===== src/issue_macros.svh =====
`ifndef ISSUE_MACROS_SVH
`define ISSUE_MACROS_SVH

// Core geometry
`define ISSUE_WARPS 4
`define ISSUE_WARP_BITS 2
`define ISSUE_REGS 32
`define ISSUE_REG_BITS 5
`define ISSUE_XLEN 32

// Per-warp instruction buffer and tag sizes
`define ISSUE_IBUF_DEPTH 4
`define ISSUE_UUID_BITS 8

`endif

===== src/issue_pkg.sv =====
`default_nettype none

`include "issue_macros.svh"

package issue_pkg;

    // Target execution unit, also used as the dispatch slot index
    typedef enum logic [0:0] {
        EX_ALU = 1'b0,
        EX_LSU = 1'b1
    } ex_type_t;

    typedef struct packed {
        logic [`ISSUE_UUID_BITS-1:0] uuid;
        logic [`ISSUE_WARP_BITS-1:0] wid;
        ex_type_t                    ex_type;
        // Opcode is not interpreted here and travels through unchanged
        logic [3:0]                  op_type;
        logic                        wb;
        logic [`ISSUE_REG_BITS-1:0]  rd;
        logic [`ISSUE_REG_BITS-1:0]  rs1;
        logic [`ISSUE_REG_BITS-1:0]  rs2;
    } decode_t;

    typedef struct packed {
        logic [`ISSUE_WARP_BITS-1:0] wid;
        logic [`ISSUE_REG_BITS-1:0]  rd;
        logic [`ISSUE_XLEN-1:0]      data;
    } writeback_t;

    typedef struct packed {
        decode_t                instr;
        logic [`ISSUE_XLEN-1:0] rs1_data;
        logic [`ISSUE_XLEN-1:0] rs2_data;
    } operands_t;

endpackage

`default_nettype wire


===== src/issue_ibuffer.sv =====
`timescale 1ns/100ps
`default_nettype none

`include "issue_macros.svh"

module issue_ibuffer (
    input  wire                  clk,
    input  wire                  reset,

    input  wire                  decode_valid,
    input  issue_pkg::decode_t   decode_data,
    output logic                 decode_ready,

    output logic [`ISSUE_WARPS-1:0] head_valid,
    output issue_pkg::decode_t   head_data [`ISSUE_WARPS],
    input  wire [`ISSUE_WARPS-1:0] head_ready
);
    localparam int PTR_BITS = $clog2(`ISSUE_IBUF_DEPTH);
    localparam int CNT_BITS = $clog2(`ISSUE_IBUF_DEPTH + 1);

    issue_pkg::decode_t  mem [`ISSUE_WARPS][`ISSUE_IBUF_DEPTH];
    logic [PTR_BITS-1:0] rd_ptr [`ISSUE_WARPS];
    logic [PTR_BITS-1:0] wr_ptr [`ISSUE_WARPS];
    logic [CNT_BITS-1:0] count  [`ISSUE_WARPS];
    logic                push;

    // Only the warp named by the incoming instruction matters for back-pressure
    assign decode_ready = (count[decode_data.wid] != CNT_BITS'(`ISSUE_IBUF_DEPTH));
    assign push = decode_valid && decode_ready;

    always_comb begin
        for (int w = 0; w < `ISSUE_WARPS; w++) begin
            head_valid[w] = (count[w] != '0);
            head_data[w]  = mem[w][rd_ptr[w]];
        end
    end

    always_ff @(posedge clk) begin
        if (reset) begin
            for (int w = 0; w < `ISSUE_WARPS; w++) begin
                rd_ptr[w] <= '0;
                wr_ptr[w] <= '0;
                count[w]  <= '0;
            end
        end else begin
            for (int w = 0; w < `ISSUE_WARPS; w++) begin
                logic do_push;
                logic do_pop;
                do_push = push && (decode_data.wid == `ISSUE_WARP_BITS'(w));
                do_pop  = head_valid[w] && head_ready[w];
                if (do_push) begin
                    wr_ptr[w] <= wr_ptr[w] + 1'b1;
                end
                if (do_pop) begin
                    rd_ptr[w] <= rd_ptr[w] + 1'b1;
                end
                if (do_push && !do_pop) begin
                    count[w] <= count[w] + 1'b1;
                end else if (do_pop && !do_push) begin
                    count[w] <= count[w] - 1'b1;
                end
            end
        end
    end

    // Storage write, steered by warp id
    always_ff @(posedge clk) begin
        if (push) begin
            mem[decode_data.wid][wr_ptr[decode_data.wid]] <= decode_data;
        end
    end

endmodule

`default_nettype wire


===== config.mk =====
export PLATFORM = sky130hd
export DESIGN_NAME = issue_ibuffer
export DESIGN_NICKNAME = d
export VERILOG_FILES = /design/src/issue_pkg.sv /design/src/issue_ibuffer.sv
export VERILOG_INCLUDE_DIRS = /design/src /design/src/src
export SDC_FILE = /design/constraint.sdc
export NUM_CORES = 1
export LEC_CHECK = 0
export ABC_CLOCK_PERIOD_IN_PS = 9100
export BUFFER_PORTS_ARGS = -buffer_cell sky130_fd_sc_hd__buf_4
export CORE_UTILIZATION = 50
export DETAILED_ROUTE_END_ITERATION = 10
export HOLD_SLACK_MARGIN = 0.12
export PLACE_DENSITY = 0.69
export SLEW_MARGIN = 15
export SYNTH_ARGS = -nofsm -noshare
export SYNTH_HDL_FRONTEND = slang
export SYNTH_SLANG_ARGS = --single-unit

===== constraint.sdc =====
create_clock -name clk -period 9.1 [get_ports clk]
set_input_delay 1.82 -clock clk [delete_from_list [all_inputs] [get_ports clk]]
set_output_delay 1.82 -clock clk [all_outputs]
set_load 0.01 [all_outputs]

# After elaboration in Yosys (flattened, before gate mapping)
# Memories as Yosys holds them, arrays and structs flattened.
# Index checks and enable logic that the tools add are counted.
[classes]
addsub = 16
mul = 0
n_div = 0
order_cmp = 6
n_eq_ne = 4
shift = 0
mux = 86
n_bitwise = 21
n_reduce_logical = 31
[op_table]
columns = ["cell", "count"]
rows = [
  ["two-way mux 31 bit", 9],
  ["binary-select mux 31 bit (select 2 bit)", 4],
  ["two-way mux 124 bit", 1],
  ["demux 31 bit (select 2 bit)", 1],
  ["two-way mux 1 bit", 55],
  ["two-way mux 3 bit", 8],
  ["logical AND 1 bit", 18],
  ["adder 2 x 1 -> 2 bit, second input constant", 8],
  ["two-way mux 2 bit", 8],
  ["OR 1 bit", 16],
  ["greater-or-equal comparator 3 bit, second input constant", 5],
  ["inverter 2 -> 3 bit", 5],
  ["adder 3 x 1 -> 3 bit, second input constant", 4],
  ["nonzero test 3 bit", 4],
  ["subtractor 3 x 1 -> 3 bit, second input constant", 4],
  ["zero test 1 bit", 8],
  ["== test 2 bit, second input constant", 2],
  ["less-than comparator 3 x 1 -> 1 bit, second input constant", 1],
  ["inequality test 3 bit, second input constant", 1],
  ["== test 2 x 1 -> 1 bit, second input constant", 1],
  ["zero test 2 bit", 1],
]
[word_totals]
register_bits = 0
latchBits = 0
mem_bits_rw = 524
romBits = 0
input_bits = 38
word_cells = 168
n_memories = 4
[mem_list]
columns = ["name", "depth", "width", "read_ports", "rd_clocked_by_memory_dff", "wr", "line", "rtl"]
rows = [
  ["mem", 4, 124, 4, 0, 1, "issue_ibuffer.sv:21", "issue_pkg::decode_t mem [`ISSUE_WARPS][`ISSUE_IBUF_DEPTH];"],
  ["count", 4, 3, 5, 0, 4, "issue_ibuffer.sv:24", "logic [CNT_BITS-1:0] count [`ISSUE_WARPS];"],
  ["rd_ptr", 4, 2, 4, 0, 4, "issue_ibuffer.sv:22", "logic [PTR_BITS-1:0] rd_ptr [`ISSUE_WARPS];"],
  ["wr_ptr", 4, 2, 5, 0, 4, "issue_ibuffer.sv:23", "logic [PTR_BITS-1:0] wr_ptr [`ISSUE_WARPS];"],
]

# Longest topological paths before layout
# Gate-level depths: netlist (run 1).
# An unclocked memory read counts as a cell.
[logic_depth]
word_depth = 11
mapped_depth = 10

# Least setup slack after synthesis (run 1)
# No wires, ideal clock.
[synth_path]
path_kind = "input-to-reg"
start = "input decode_data[22] (netlist bit)"
end = "memory mem[0][100] (netlist bit) (enable)"
setup_time_ps = 458
arrival_ps = 5029
setup_slack_ps = 3613
stages = 6
n_path_buf = 1
cell_sequence = "buf_4 nand2b_1 o22ai_2 or2_2 nand3b_2 nor3_1"
[synth_rtl]
columns = ["element", "line", "rtl"]
rows = [
  ["start: declaration", "issue_ibuffer.sv:11", "input issue_pkg::decode_t decode_data,"],
  ["memory (4 x 3 bit)", "-", ""],
  ["inequality test 3 bit", "issue_ibuffer.sv:28", "assign decode_ready = (count[decode_data.wid] != CNT_BITS'(`ISSUE_IBUF_DEPTH));"],
  ["net decode_ready", "issue_ibuffer.sv:12", "output logic decode_ready,"],
  ["logical AND 1 bit", "issue_ibuffer.sv:29", "assign push = decode_valid && decode_ready;"],
  ["two-way mux 1 bit", "issue_ibuffer.sv:68", "if (push) begin"],
  ["two-way mux 124 bit (not written as such)", "issue_ibuffer.sv:69", "mem[decode_data.wid][wr_ptr[decode_data.wid]] <= decode_data;"],
  ["end: declaration", "issue_ibuffer.sv:21", ""],
]
# The timed path passes the listed nets, and every way through them passes these cells.

# Worst setup path after layout (run 1)
[layout_path]
start = "input decode_data[22] (netlist bit)"
end = "output decode_ready"
[layout_between]
elab_chain_cells = 2
[layout_lines]
columns = ["element", "line"]
rows = [
  ["memory (4 x 3 bit)", "-"],
  ["inequality test 3 bit", "issue_ibuffer.sv:28"],
  ["end: declaration", "issue_ibuffer.sv:12"],
]
# Every way passes these cells.

==> results.json, run 1 <==
{
  "ant_nets": 0,
  "antenna_found_initial": 0,
  "grt_pass1_wl_um": 60960,
  "yosysTopAreaCell": "edfxtp_1",
  "gp_congestion": 0.7288,
  "setup_viol": 0,
  "floorplan.initialDensity_pct": 50.71,
  "ys_types": 32,
  "core_um2": 38740,
  "async_flop_share_pct": 0,
  "drive_gt1_share_pct": 38.26,
  "dp_hpwl_um": 23710,
  "num_vias": 9146,
  "syn_nets": 869,
  "dr.pass1.iters": 5,
  "hp-start": "count[1][0]",
  "max-clock-path-buffers": 3,
  "grt_start_max_net_pins": 44,
  "synth-simple-area-share_pct": 2.726,
  "fin_worst_hold_slack_ps": 623.9,
  "hold_viol_final": 0,
  "period_minus_slack_ps": 4864,
  "synth.most_common_cell": "edfxtp_1",
  "synth_commonest_cells": "edfxtp_1 (524), mux4_2 (125), nor3_1 (31)",
  "muxShareOfSynthArea_pct": 14.46,
  "die_width_um": 200.2,
  "drv_slew": 0,
  "synth_compound_area_share_pct": 0.5923,
  "holdBufCountCts": 0,
  "wl_met1_um": 17220,
  "crit_path_start_kind": "primary input",
  "setup_tns_ps": 0,
  "whs_endpoint": "count[1][0]",
  "totalPowerFinal_w": 0.005407,
  "synthAdderAreaFrac_pct": 0.4968,
  "cts_buffers": 51,
  "outcome": "completed",
  "irDropWorstVdd_mv": 0.1327,
  "cts.sinks": 524,
  "max_freq_mhz": 205.6,
  "min_period_over_period_pct": 53.45,
  "wl_per_cell_um": 25.69,
  "hp-class": "reg2reg",
  "rows": 72,
  "cp_max_fo": 26,
  "synth-seq-cells": 524,
  "diodes": 0,
  "critPathCaptureType": "output pin",
  "synth-seq-area-share_pct": 80.10,
  "hold-path-cell-count": 1,
  "critical_path_class": "in2out",
  "fin_util_pct": 60.06,
  "required_ps": 7280,
  "netlist_area_um2": 19650,
  "synth_edf_count": 524,
  "postCtsSetupRepairBufs": 0,
  "dr_wl_met3_um": 2665,
  "path_clk_slew_ps": 60,
  "synth_area_leaders": "edfxtp_1 (80%), mux4_2 (14%), nor3_1 (0.79%), xnor2_1 (0.67%), nand2b_1 (0.51%)",
  "area_delta_synth_final_pct": 18.43,
  "maxCapViolations": 0,
  "synth_xor_area_share_pct": 0.6687,
  "p_per_area_nw_per_um2": 232.4,
  "worstMarginPinSlew_ps": 1113,
  "die-area_um2": 40090,
  "finClkSkew_ps": 20.17,
  "cts_tree": "yes",
  "wl_met2_um": 20280,
  "r2r-start": "count[1][2]",
  "wl_um": 40780,
  "r2r_cells": 5,
  "syn_inst": 825,
  "power.leakage_nw": 7.496,
  "grt_pass1_vias": 9391,
  "synth_top_family_by_area": "multiplexers",
  "track_usage_pct": 20.83,
  "die_h_um": 200.2,
  "first_iter_violations": 720,
  "viasPerCell": 5.763,
  "worstSkewPairLatency_ps": 560,
  "r2r_end": "mem[0][14]",
  "relSlewSlack_pct": 25.62,
  "reg2reg_setup_slack_ps": 6230,
  "ys_warn_count": 0,
  "clockRootBuffer": "clkbuf_16",
  "cts_max_level": 2,
  "ioPinCount": 167,
  "synth_top_area_share_pct": 80.10,
  "synth_ff_type": "edfxtp_1",
  "top_layer": "met4",
  "numPortBuffers": 166,
  "arrival_ps": 3040,
  "syn_area_per_cell_um2": 23.81,
  "rsz0062_at_grt": "false",
  "drc": 0,
  "cts_resized": 0,
  "grt_overflow": 0,
  "layout.nets": 1075
}
layout make-up:
type                            count  area (µm²)
Inverter                            8       30.03
Clock inverter                     31       246.5
Sequential cell                   524       15740
Clock buffer                       60        1353
Fill cell                        2702       15470
Tap cell                          518       648.1
Timing Repair Buffer              188        1431
Multi-Input combinational cell    258        3822
critical path: stages:
cell,delay [ps]
buf_4,250
nand2b_1,250
o22ai_2,190
or2_2,360
buf_4,170
how the worst max path moves through the flow:
stage               startpoint  cells after the start           end  slack (ps)
2_1_floorplan  decode_data[22]                      6   mem[0][100]        3610
3_3_place_gp   decode_data[22]                      5  decode_ready        4280
3_5_place_dp   decode_data[22]                      5  decode_ready        4240
4_1_cts        decode_data[22]                      5  decode_ready        4240
5_1_grt        decode_data[22]                      5  decode_ready        4150
6_report       decode_data[22]                      5  decode_ready        4240
state kept, by name (all words and copies together), names as in the netlist:
register and flops:
wr_ptr 8, rd_ptr 8, count 12, mem 496
cell families after synthesis:
kind of cell	Yosys count
compound gates	10
xor+xnor	15
simple gates	101
flops	524
mux	126
fa+ha+maj	6
buf+inv	43
per-stage QoR:
stage	area, µm²	instances	setup slack (ps)
global placement	21640	1495	4281
detailed placement	21640	1495	4237
floorplan	19650	825	3613
global route	23270	1587	4154
CTS	23240	1586	4237
finish	23270	1587	4236
where the power goes:
part | total [W] | leakage (nW) | switching, W | internal, W
combinational | 0.000663 | 1.95 | 0.000352 | 0.000312
sequential | 0.00274 | 4.77 | 0.0000263 | 0.00271
clock | 0.00201 | 0.777 | 0.000839 | 0.00117
cells in the final DEF, fill, tap and decap left out:
cell type,netlist,final
nor2_1,17,9
nor3b_1,2,2
nor3_2,0,8
or3_1,3,3
xnor2_1,15,15
clkinvlp_4,0,2
buf_16,0,1
inv_1,8,8
or2_4,1,1
edfxtp_1,524,524
nor2_4,0,8
nor3b_2,2,2
mux4_1,1,1
clkinv_2,0,6
bufinv_16,0,4
nand3b_2,1,1
o211ai_2,3,3
nand3_2,1,1
nor3_1,31,23
mux4_2,125,125
ha_1,3,3
clkinv_4,0,2
a21oi_1,4,4
nand2b_1,16,16
o22ai_2,1,1
or2_0,1,1
clkbuf_1,9,7
o2111ai_4,1,1
nand3b_1,3,3
fa_1,3,3
nand3_1,2,2
or2_2,2,2
nor2b_1,2,2
o22ai_4,1,1
clkinv_1,0,17
buf_4,1,187
clkbuf_16,0,53
nand2_1,17,17
routing by layer:
layer	up-vias	GRT usage [%]
met5	-	0
met4	0	4.643
met3	48	3.563
met2	345	33.83
met1	4873	29.94
li1	3880	-
(Power assumes the default switching activity.)
==> run 2, diff against run 1 <==
--- a/config.mk
+++ b/config.mk
@@ -6,12 +6,12 @@
 export SDC_FILE = /design/constraint.sdc
 export NUM_CORES = 1
 export LEC_CHECK = 0
-export ABC_CLOCK_PERIOD_IN_PS = 9100
+export ABC_CLOCK_PERIOD_IN_PS = 4170
 export BUFFER_PORTS_ARGS = -buffer_cell sky130_fd_sc_hd__buf_4
 export CORE_UTILIZATION = 50
 export DETAILED_ROUTE_END_ITERATION = 10
 export HOLD_SLACK_MARGIN = 0.12
-export PLACE_DENSITY = 0.69
+export PLACE_DENSITY = 0.71
 export SLEW_MARGIN = 15
 export SYNTH_ARGS = -nofsm -noshare
 export SYNTH_HDL_FRONTEND = slang
==> constraint.sdc (replaced) <==
create_clock -name clk -period 4.17 [get_ports clk]
set_input_delay 0.834 -clock clk [delete_from_list [all_inputs] [get_ports clk]]
set_output_delay 0.834 -clock clk [all_outputs]
set_load 0.01 [all_outputs]
==> run 2 against run 1 <==
Net effect: die area unchanged; register-to-register slack worse by 4800 ps; critical path depth down 2; highest routed layer unchanged; cell count is 0.63% higher; setup slack got worse by 3600 ps; clock power rose by 110%; final area up 0.11%; largest cell class unchanged.
==> results.json, run 2 (synthesis gave the netlist of run 1 again) <==
{
  "outcome": "completed",
  "postCtsSetupRepairBufs": 0,
  "reg2reg_setup_slack_ps": 1480,
  "ioPinCount": 167,
  "viasPerCell": 5.812,
  "period_minus_slack_ps": 3545,
  "track_usage_pct": 22.16,
  "numPortBuffers": 166,
  "die_h_um": 200.2,
  "wl_per_cell_um": 27.25,
  "worst_path_max_delay_cell": "edfxtp_1",
  "max_freq_mhz": 282.1,
  "max-clock-path-buffers": 3,
  "cp_common_cell": "buf_4",
  "grt_pass1_vias": 9202,
  "final_area_um2": 23290,
  "die-area_um2": 40090,
  "critical_path_class": "reg2out",
  "rows": 72,
  "path_clk_slew_ps": 60,
  "maxCapViolations": 0,
  "critical_path.max_stage_delay_ps": 890,
  "pwr-share-clk_pct": 36.0,
  "critPathTopFamily": "flip-flops",
  "irDropWorstVdd_mv": 0.2679,
  "diodes": 0,
  "required_ps": 3340,
  "arrival_ps": 2710,
  "wl_um": 43520,
  "hp-class": "in2reg",
  "crit_chain": "buf_4 -> mux4_2 -> buf_4",
  "cts_max_level": 2,
  "post-place-ws_ps": 758.5,
  "instances_no_fill": 1597,
  "setup_viol": 0,
  "clockRootBuffer": "clkbuf_16",
  "drive_gt1_share_pct": 39.30,
  "final_cell_mix": "edfxtp_1 (524), buf_4 (196), mux4_2 (125)",
  "dp_cells": 1507,
  "p_per_area_nw_per_um2": 503.7,
  "hp-start": "decode_data[15]",
  "r2r_end": "count[2][2]",
  "power_frac_comb_pct": 12.8,
  "cts_resized": 0,
  "critical_path_buf_inv_count": 2,
  "relSlewSlack_pct": 39.03,
  "p_sw_share_pct": 23.57,
  "largest_register_ffs": 496,
  "dr.pass1.iters": 5,
  "hold-path-cell-count": 1,
  "setup_tns_ps": 0,
  "antenna_found_initial": 0,
  "crit_path_start_kind": "flop",
  "whs_endpoint": "mem[1][15]",
  "holdBufCountCts": 0,
  "finClkSkew_ps": 16.02,
  "r2r_cells": 9,
  "core_um2": 38740,
  "ant_nets": 0,
  "rsz0062_at_grt": "false",
  "area_delta_synth_final_pct": 18.56,
  "die_width_um": 200.2,
  "cts_buffers": 49,
  "drv_slew": 0,
  "num_vias": 9282,
  "hold_viol_final": 0,
  "worstSkewPairLatency_ps": 580,
  "grt_pass1_wl_um": 63250,
  "first_iter_violations": 961,
  "floorplan.initialDensity_pct": 50.71,
  "worstMarginPinSlew_ps": 914.5,
  "gp_congestion": 0.8273,
  "dp_hpwl_um": 28190,
  "fin_util_pct": 60.13,
  "layout.nets": 1084,
  "cts_tree": "yes",
  "setup_ws_ps": 624.5,
  "grt_overflow": 0,
  "grt_start_max_net_pins": 44,
  "p_switching_w": 0.002765,
  "min_period_over_period_pct": 85.02,
  "power.leakage_nw": 7.524,
  "drc": 0,
  "cts.sinks": 524,
  "cp_max_fo": 15,
  "placed_cell_area_um2": 21770,
  "r2r-start": "count[3][0]",
  "critPathCaptureType": "output pin",
  "internal_power_w": 0.008966,
  "sequentialPowerShare_pct": 51.2,
  "layout_commonest_cell": "edfxtp_1"
}
run 2: cell count changes in the layout (fill, tap and decap cells not counted):
cell	before	now
clkbuf_1	7	8
buf_4	187	196
clkinv_8	0	2
bufinv_16	4	3
buf_16	1	0
clkinv_2	6	11
inv_6	0	1
clkinvlp_4	2	3
clkbuf_16	53	49
buf_12	0	3
clkinv_1	17	11
run 2: area by class of cell:
class                           instances  area [µm²]
Timing Repair Buffer                  199        1531
Inverter                                8       30.03
Sequential cell                       524       15740
Tap cell                              518       648.1
Multi-Input combinational cell        258        3822
Fill cell                            2745       15450
Clock inverter                         33       267.8
Clock buffer                           57        1256
run 2: metal layers:
metal,routed length [µm],up-vias,share of wire [%],track usage [%]
met5,0,-,0,0
met4,653,0,1.5,4.670
met3,3927,47,9.0,5.288
met2,20110,389,46,32.59
met1,18820,4943,43,34.11
li1,-,3903,-,-
run 2: through the flow:
step	hold WS, ps	total power, W
floorplan	581.4	0.006878
global placement	604.6	0.007619
detailed placement	616.3	0.007634
CTS	564.6	0.01182
global route	577.6	0.01210
finish	589.0	0.01173
run 2: how the worst max path moves through the flow:
| stage | cells past startpoint | from | end | slack [ps] |
|---|---|---|---|---|
| 2_1_floorplan | 6 | decode_data[22] | mem[0][100] | -330 |
| 3_3_place_gp | 7 | decode_data[21] | mem[2][64] | 830 |
| 3_5_place_dp | 7 | decode_data[21] | mem[2][87] | 760 |
| 4_1_cts | 3 | rd_ptr[0][0] | head_data[110] | 570 |
| 5_1_grt | 3 | rd_ptr[0][0] | head_data[110] | 500 |
| 6_report | 3 | rd_ptr[0][0] | head_data[110] | 620 |
run 2: power by group through the flow:
stage	combinational, W	clock [W]	sequential, W
2_1_floorplan	0.000816	0	0.00606
3_3_place_gp	0.00151	0	0.00611
3_5_place_dp	0.00152	0	0.00612
4_1_cts	0.00153	0.00429	0.00601
5_1_grt	0.00160	0.00449	0.00601
6_report	0.00150	0.00423	0.00600
==> run 3, diff against run 2 <==
--- a/config.mk
+++ b/config.mk
@@ -8,10 +8,10 @@
 export LEC_CHECK = 0
 export ABC_CLOCK_PERIOD_IN_PS = 4170
 export BUFFER_PORTS_ARGS = -buffer_cell sky130_fd_sc_hd__buf_4
-export CORE_UTILIZATION = 50
+export CORE_UTILIZATION = 53
 export DETAILED_ROUTE_END_ITERATION = 10
 export HOLD_SLACK_MARGIN = 0.12
-export PLACE_DENSITY = 0.71
+export PLACE_DENSITY = 0.75
 export SLEW_MARGIN = 15
 export SYNTH_ARGS = -nofsm -noshare
 export SYNTH_HDL_FRONTEND = slang
==> run 3 against run 2 <==
Net effect: maximum frequency rose by 4.5%; via count is 0.86% lower; clock-buffer cell count rose by 7; sequential power about the same; sequential share of layout area decreased by 0.17 points; global-route usage increased by 1.1 points; clock power rose by 3%; clock skew grew 6.6 ps; first-iteration DRC count down 16%; sequential cell count is the same.
==> results.json, run 3 (synthesis gave the netlist of run 1 again) <==
{
  "drive_gt1_share_pct": 38.76,
  "holdBufCountCts": 0,
  "outcome": "completed",
  "core_um2": 36520,
  "maxCapViolations": 0,
  "die_h_um": 194.5,
  "crit_path_start_kind": "flop",
  "ant_nets": 0,
  "gp_congestion": 0.7884,
  "cp_max_fo": 24,
  "arrival_ps": 2560,
  "cts_resized": 0,
  "die_width_um": 194.5,
  "area_delta_synth_final_pct": 18.86,
  "irDropWorstVdd_mv": 0.3218,
  "track_usage_pct": 23.27,
  "min_period_over_period_pct": 81.37,
  "max-clock-path-buffers": 3,
  "layout_commonest_cell": "edfxtp_1",
  "wl_um": 42860,
  "critical_path_buf_inv_count": 2,
  "whs_endpoint": "mem[0][68]",
  "period_minus_slack_ps": 3393,
  "drc": 0,
  "floorplan.initialDensity_pct": 53.79,
  "dp_hpwl_um": 26190,
  "cts.sinks": 524,
  "p_per_area_nw_per_um2": 506.5,
  "setup_viol": 0,
  "hp-class": "in2reg",
  "grt_pass1_wl_um": 62930,
  "power.leakage_nw": 7.571,
  "hp-start": "decode_data[6]",
  "rows": 70,
  "r2r_end": "mem[1][72]",
  "antenna_found_initial": 0,
  "worstMarginPinSlew_ps": 882.2,
  "grt_pass1_vias": 9587,
  "worstSkewPairLatency_ps": 550,
  "required_ps": 3340,
  "critical_path.max_stage_delay_ps": 820,
  "crit_chain": "buf_12 -> mux4_2 -> buf_4",
  "grt_start_max_net_pins": 44,
  "ioPinCount": 167,
  "cts_buffers": 50,
  "worst_path_max_delay_cell": "edfxtp_1",
  "postCtsSetupRepairBufs": 0,
  "r2r_cells": 6,
  "finClkSkew_ps": 22.58,
  "r2r-start": "count[1][2]",
  "cts_max_level": 2,
  "fin_util_pct": 63.94,
  "largest_register_ffs": 496,
  "critPathCaptureType": "output pin",
  "max_freq_mhz": 294.7,
  "num_vias": 9202,
  "clockRootBuffer": "clkbuf_16",
  "numPortBuffers": 166,
  "diodes": 0,
  "reg2reg_setup_slack_ps": 1410,
  "wl_per_cell_um": 27.67,
  "critical_path_class": "reg2out",
  "rsz0062_at_grt": "false",
  "cts_tree": "yes",
  "hold-path-cell-count": 1,
  "path_clk_slew_ps": 60,
  "fin_worst_hold_slack_ps": 585.1,
  "first_iter_violations": 812,
  "dr.pass1.iters": 5,
  "final_cell_mix": "edfxtp_1 (524), buf_4 (192), mux4_2 (125)",
  "die-area_um2": 37840,
  "grt_overflow": 0,
  "critPathTopFamily": "flip-flops",
  "drv_slew": 0,
  "hold_viol_final": 0,
  "layout.nets": 1086,
  "relSlewSlack_pct": 41.19,
  "viasPerCell": 5.941
}
==> run 3: stage by stage <==
| stage | area (µm²) | setup slack (ps) | std cells | setup TNS [ps] | power (W) |
|---|---|---|---|---|---|
| finish | 23350 | 776.9 | 1549 | 0 | 0.01183 |
| global route | 23350 | 693.5 | 1549 | 0 | 0.01219 |
| CTS | 23350 | 746.7 | 1549 | 0 | 0.01192 |
| detailed placement | 21770 | 695.3 | 1458 | 0 | 0.007599 |
| global placement | 21770 | 772.1 | 1458 | 0 | 0.007577 |
| floorplan | 19650 | -331.4 | 825 | -81090 | 0.006878 |
==> run 3: worst max path at each step <==
stage | startpoint | end | slack, ps | cells past startpoint
2_1_floorplan | decode_data[22] | mem[0][100] | -330 | 6
3_3_place_gp | decode_data[21] | mem[1][64] | 770 | 7
3_5_place_dp | decode_data[21] | mem[1][73] | 700 | 7
4_1_cts | rd_ptr[1][0] | head_data[86] | 750 | 3
5_1_grt | rd_ptr[1][0] | head_data[86] | 690 | 3
6_report | rd_ptr[1][0] | head_data[86] | 780 | 3
==> run 3: per-layer routing <==
metal  GRT usage, %  routed length (µm)  vias up
li1               -                   -     3910
met4          6.555                 937        0
met1          31.60               16900     4840
met3          6.177                3685       60
met5              0                   0        -
met2          37.55               21340      392
==> run 3: area by class of cell <==
class | instances | area, µm²
clock inverters | 27 | 251.5
fillers | 2362 | 13170
inverters | 8 | 30.03
flip-flops and latches | 524 | 15740
multi-input cells | 258 | 3822
clock buffers | 64 | 1325
repair buffers | 200 | 1602
well taps | 468 | 585.6
==> run 3: power breakdown <==
| part | switching, W | internal (W) |
|---|---|---|
| clock | 0.00181 | 0.00255 |
| combinational | 0.000769 | 0.000701 |
| sequential | 0.0000937 | 0.00591 |
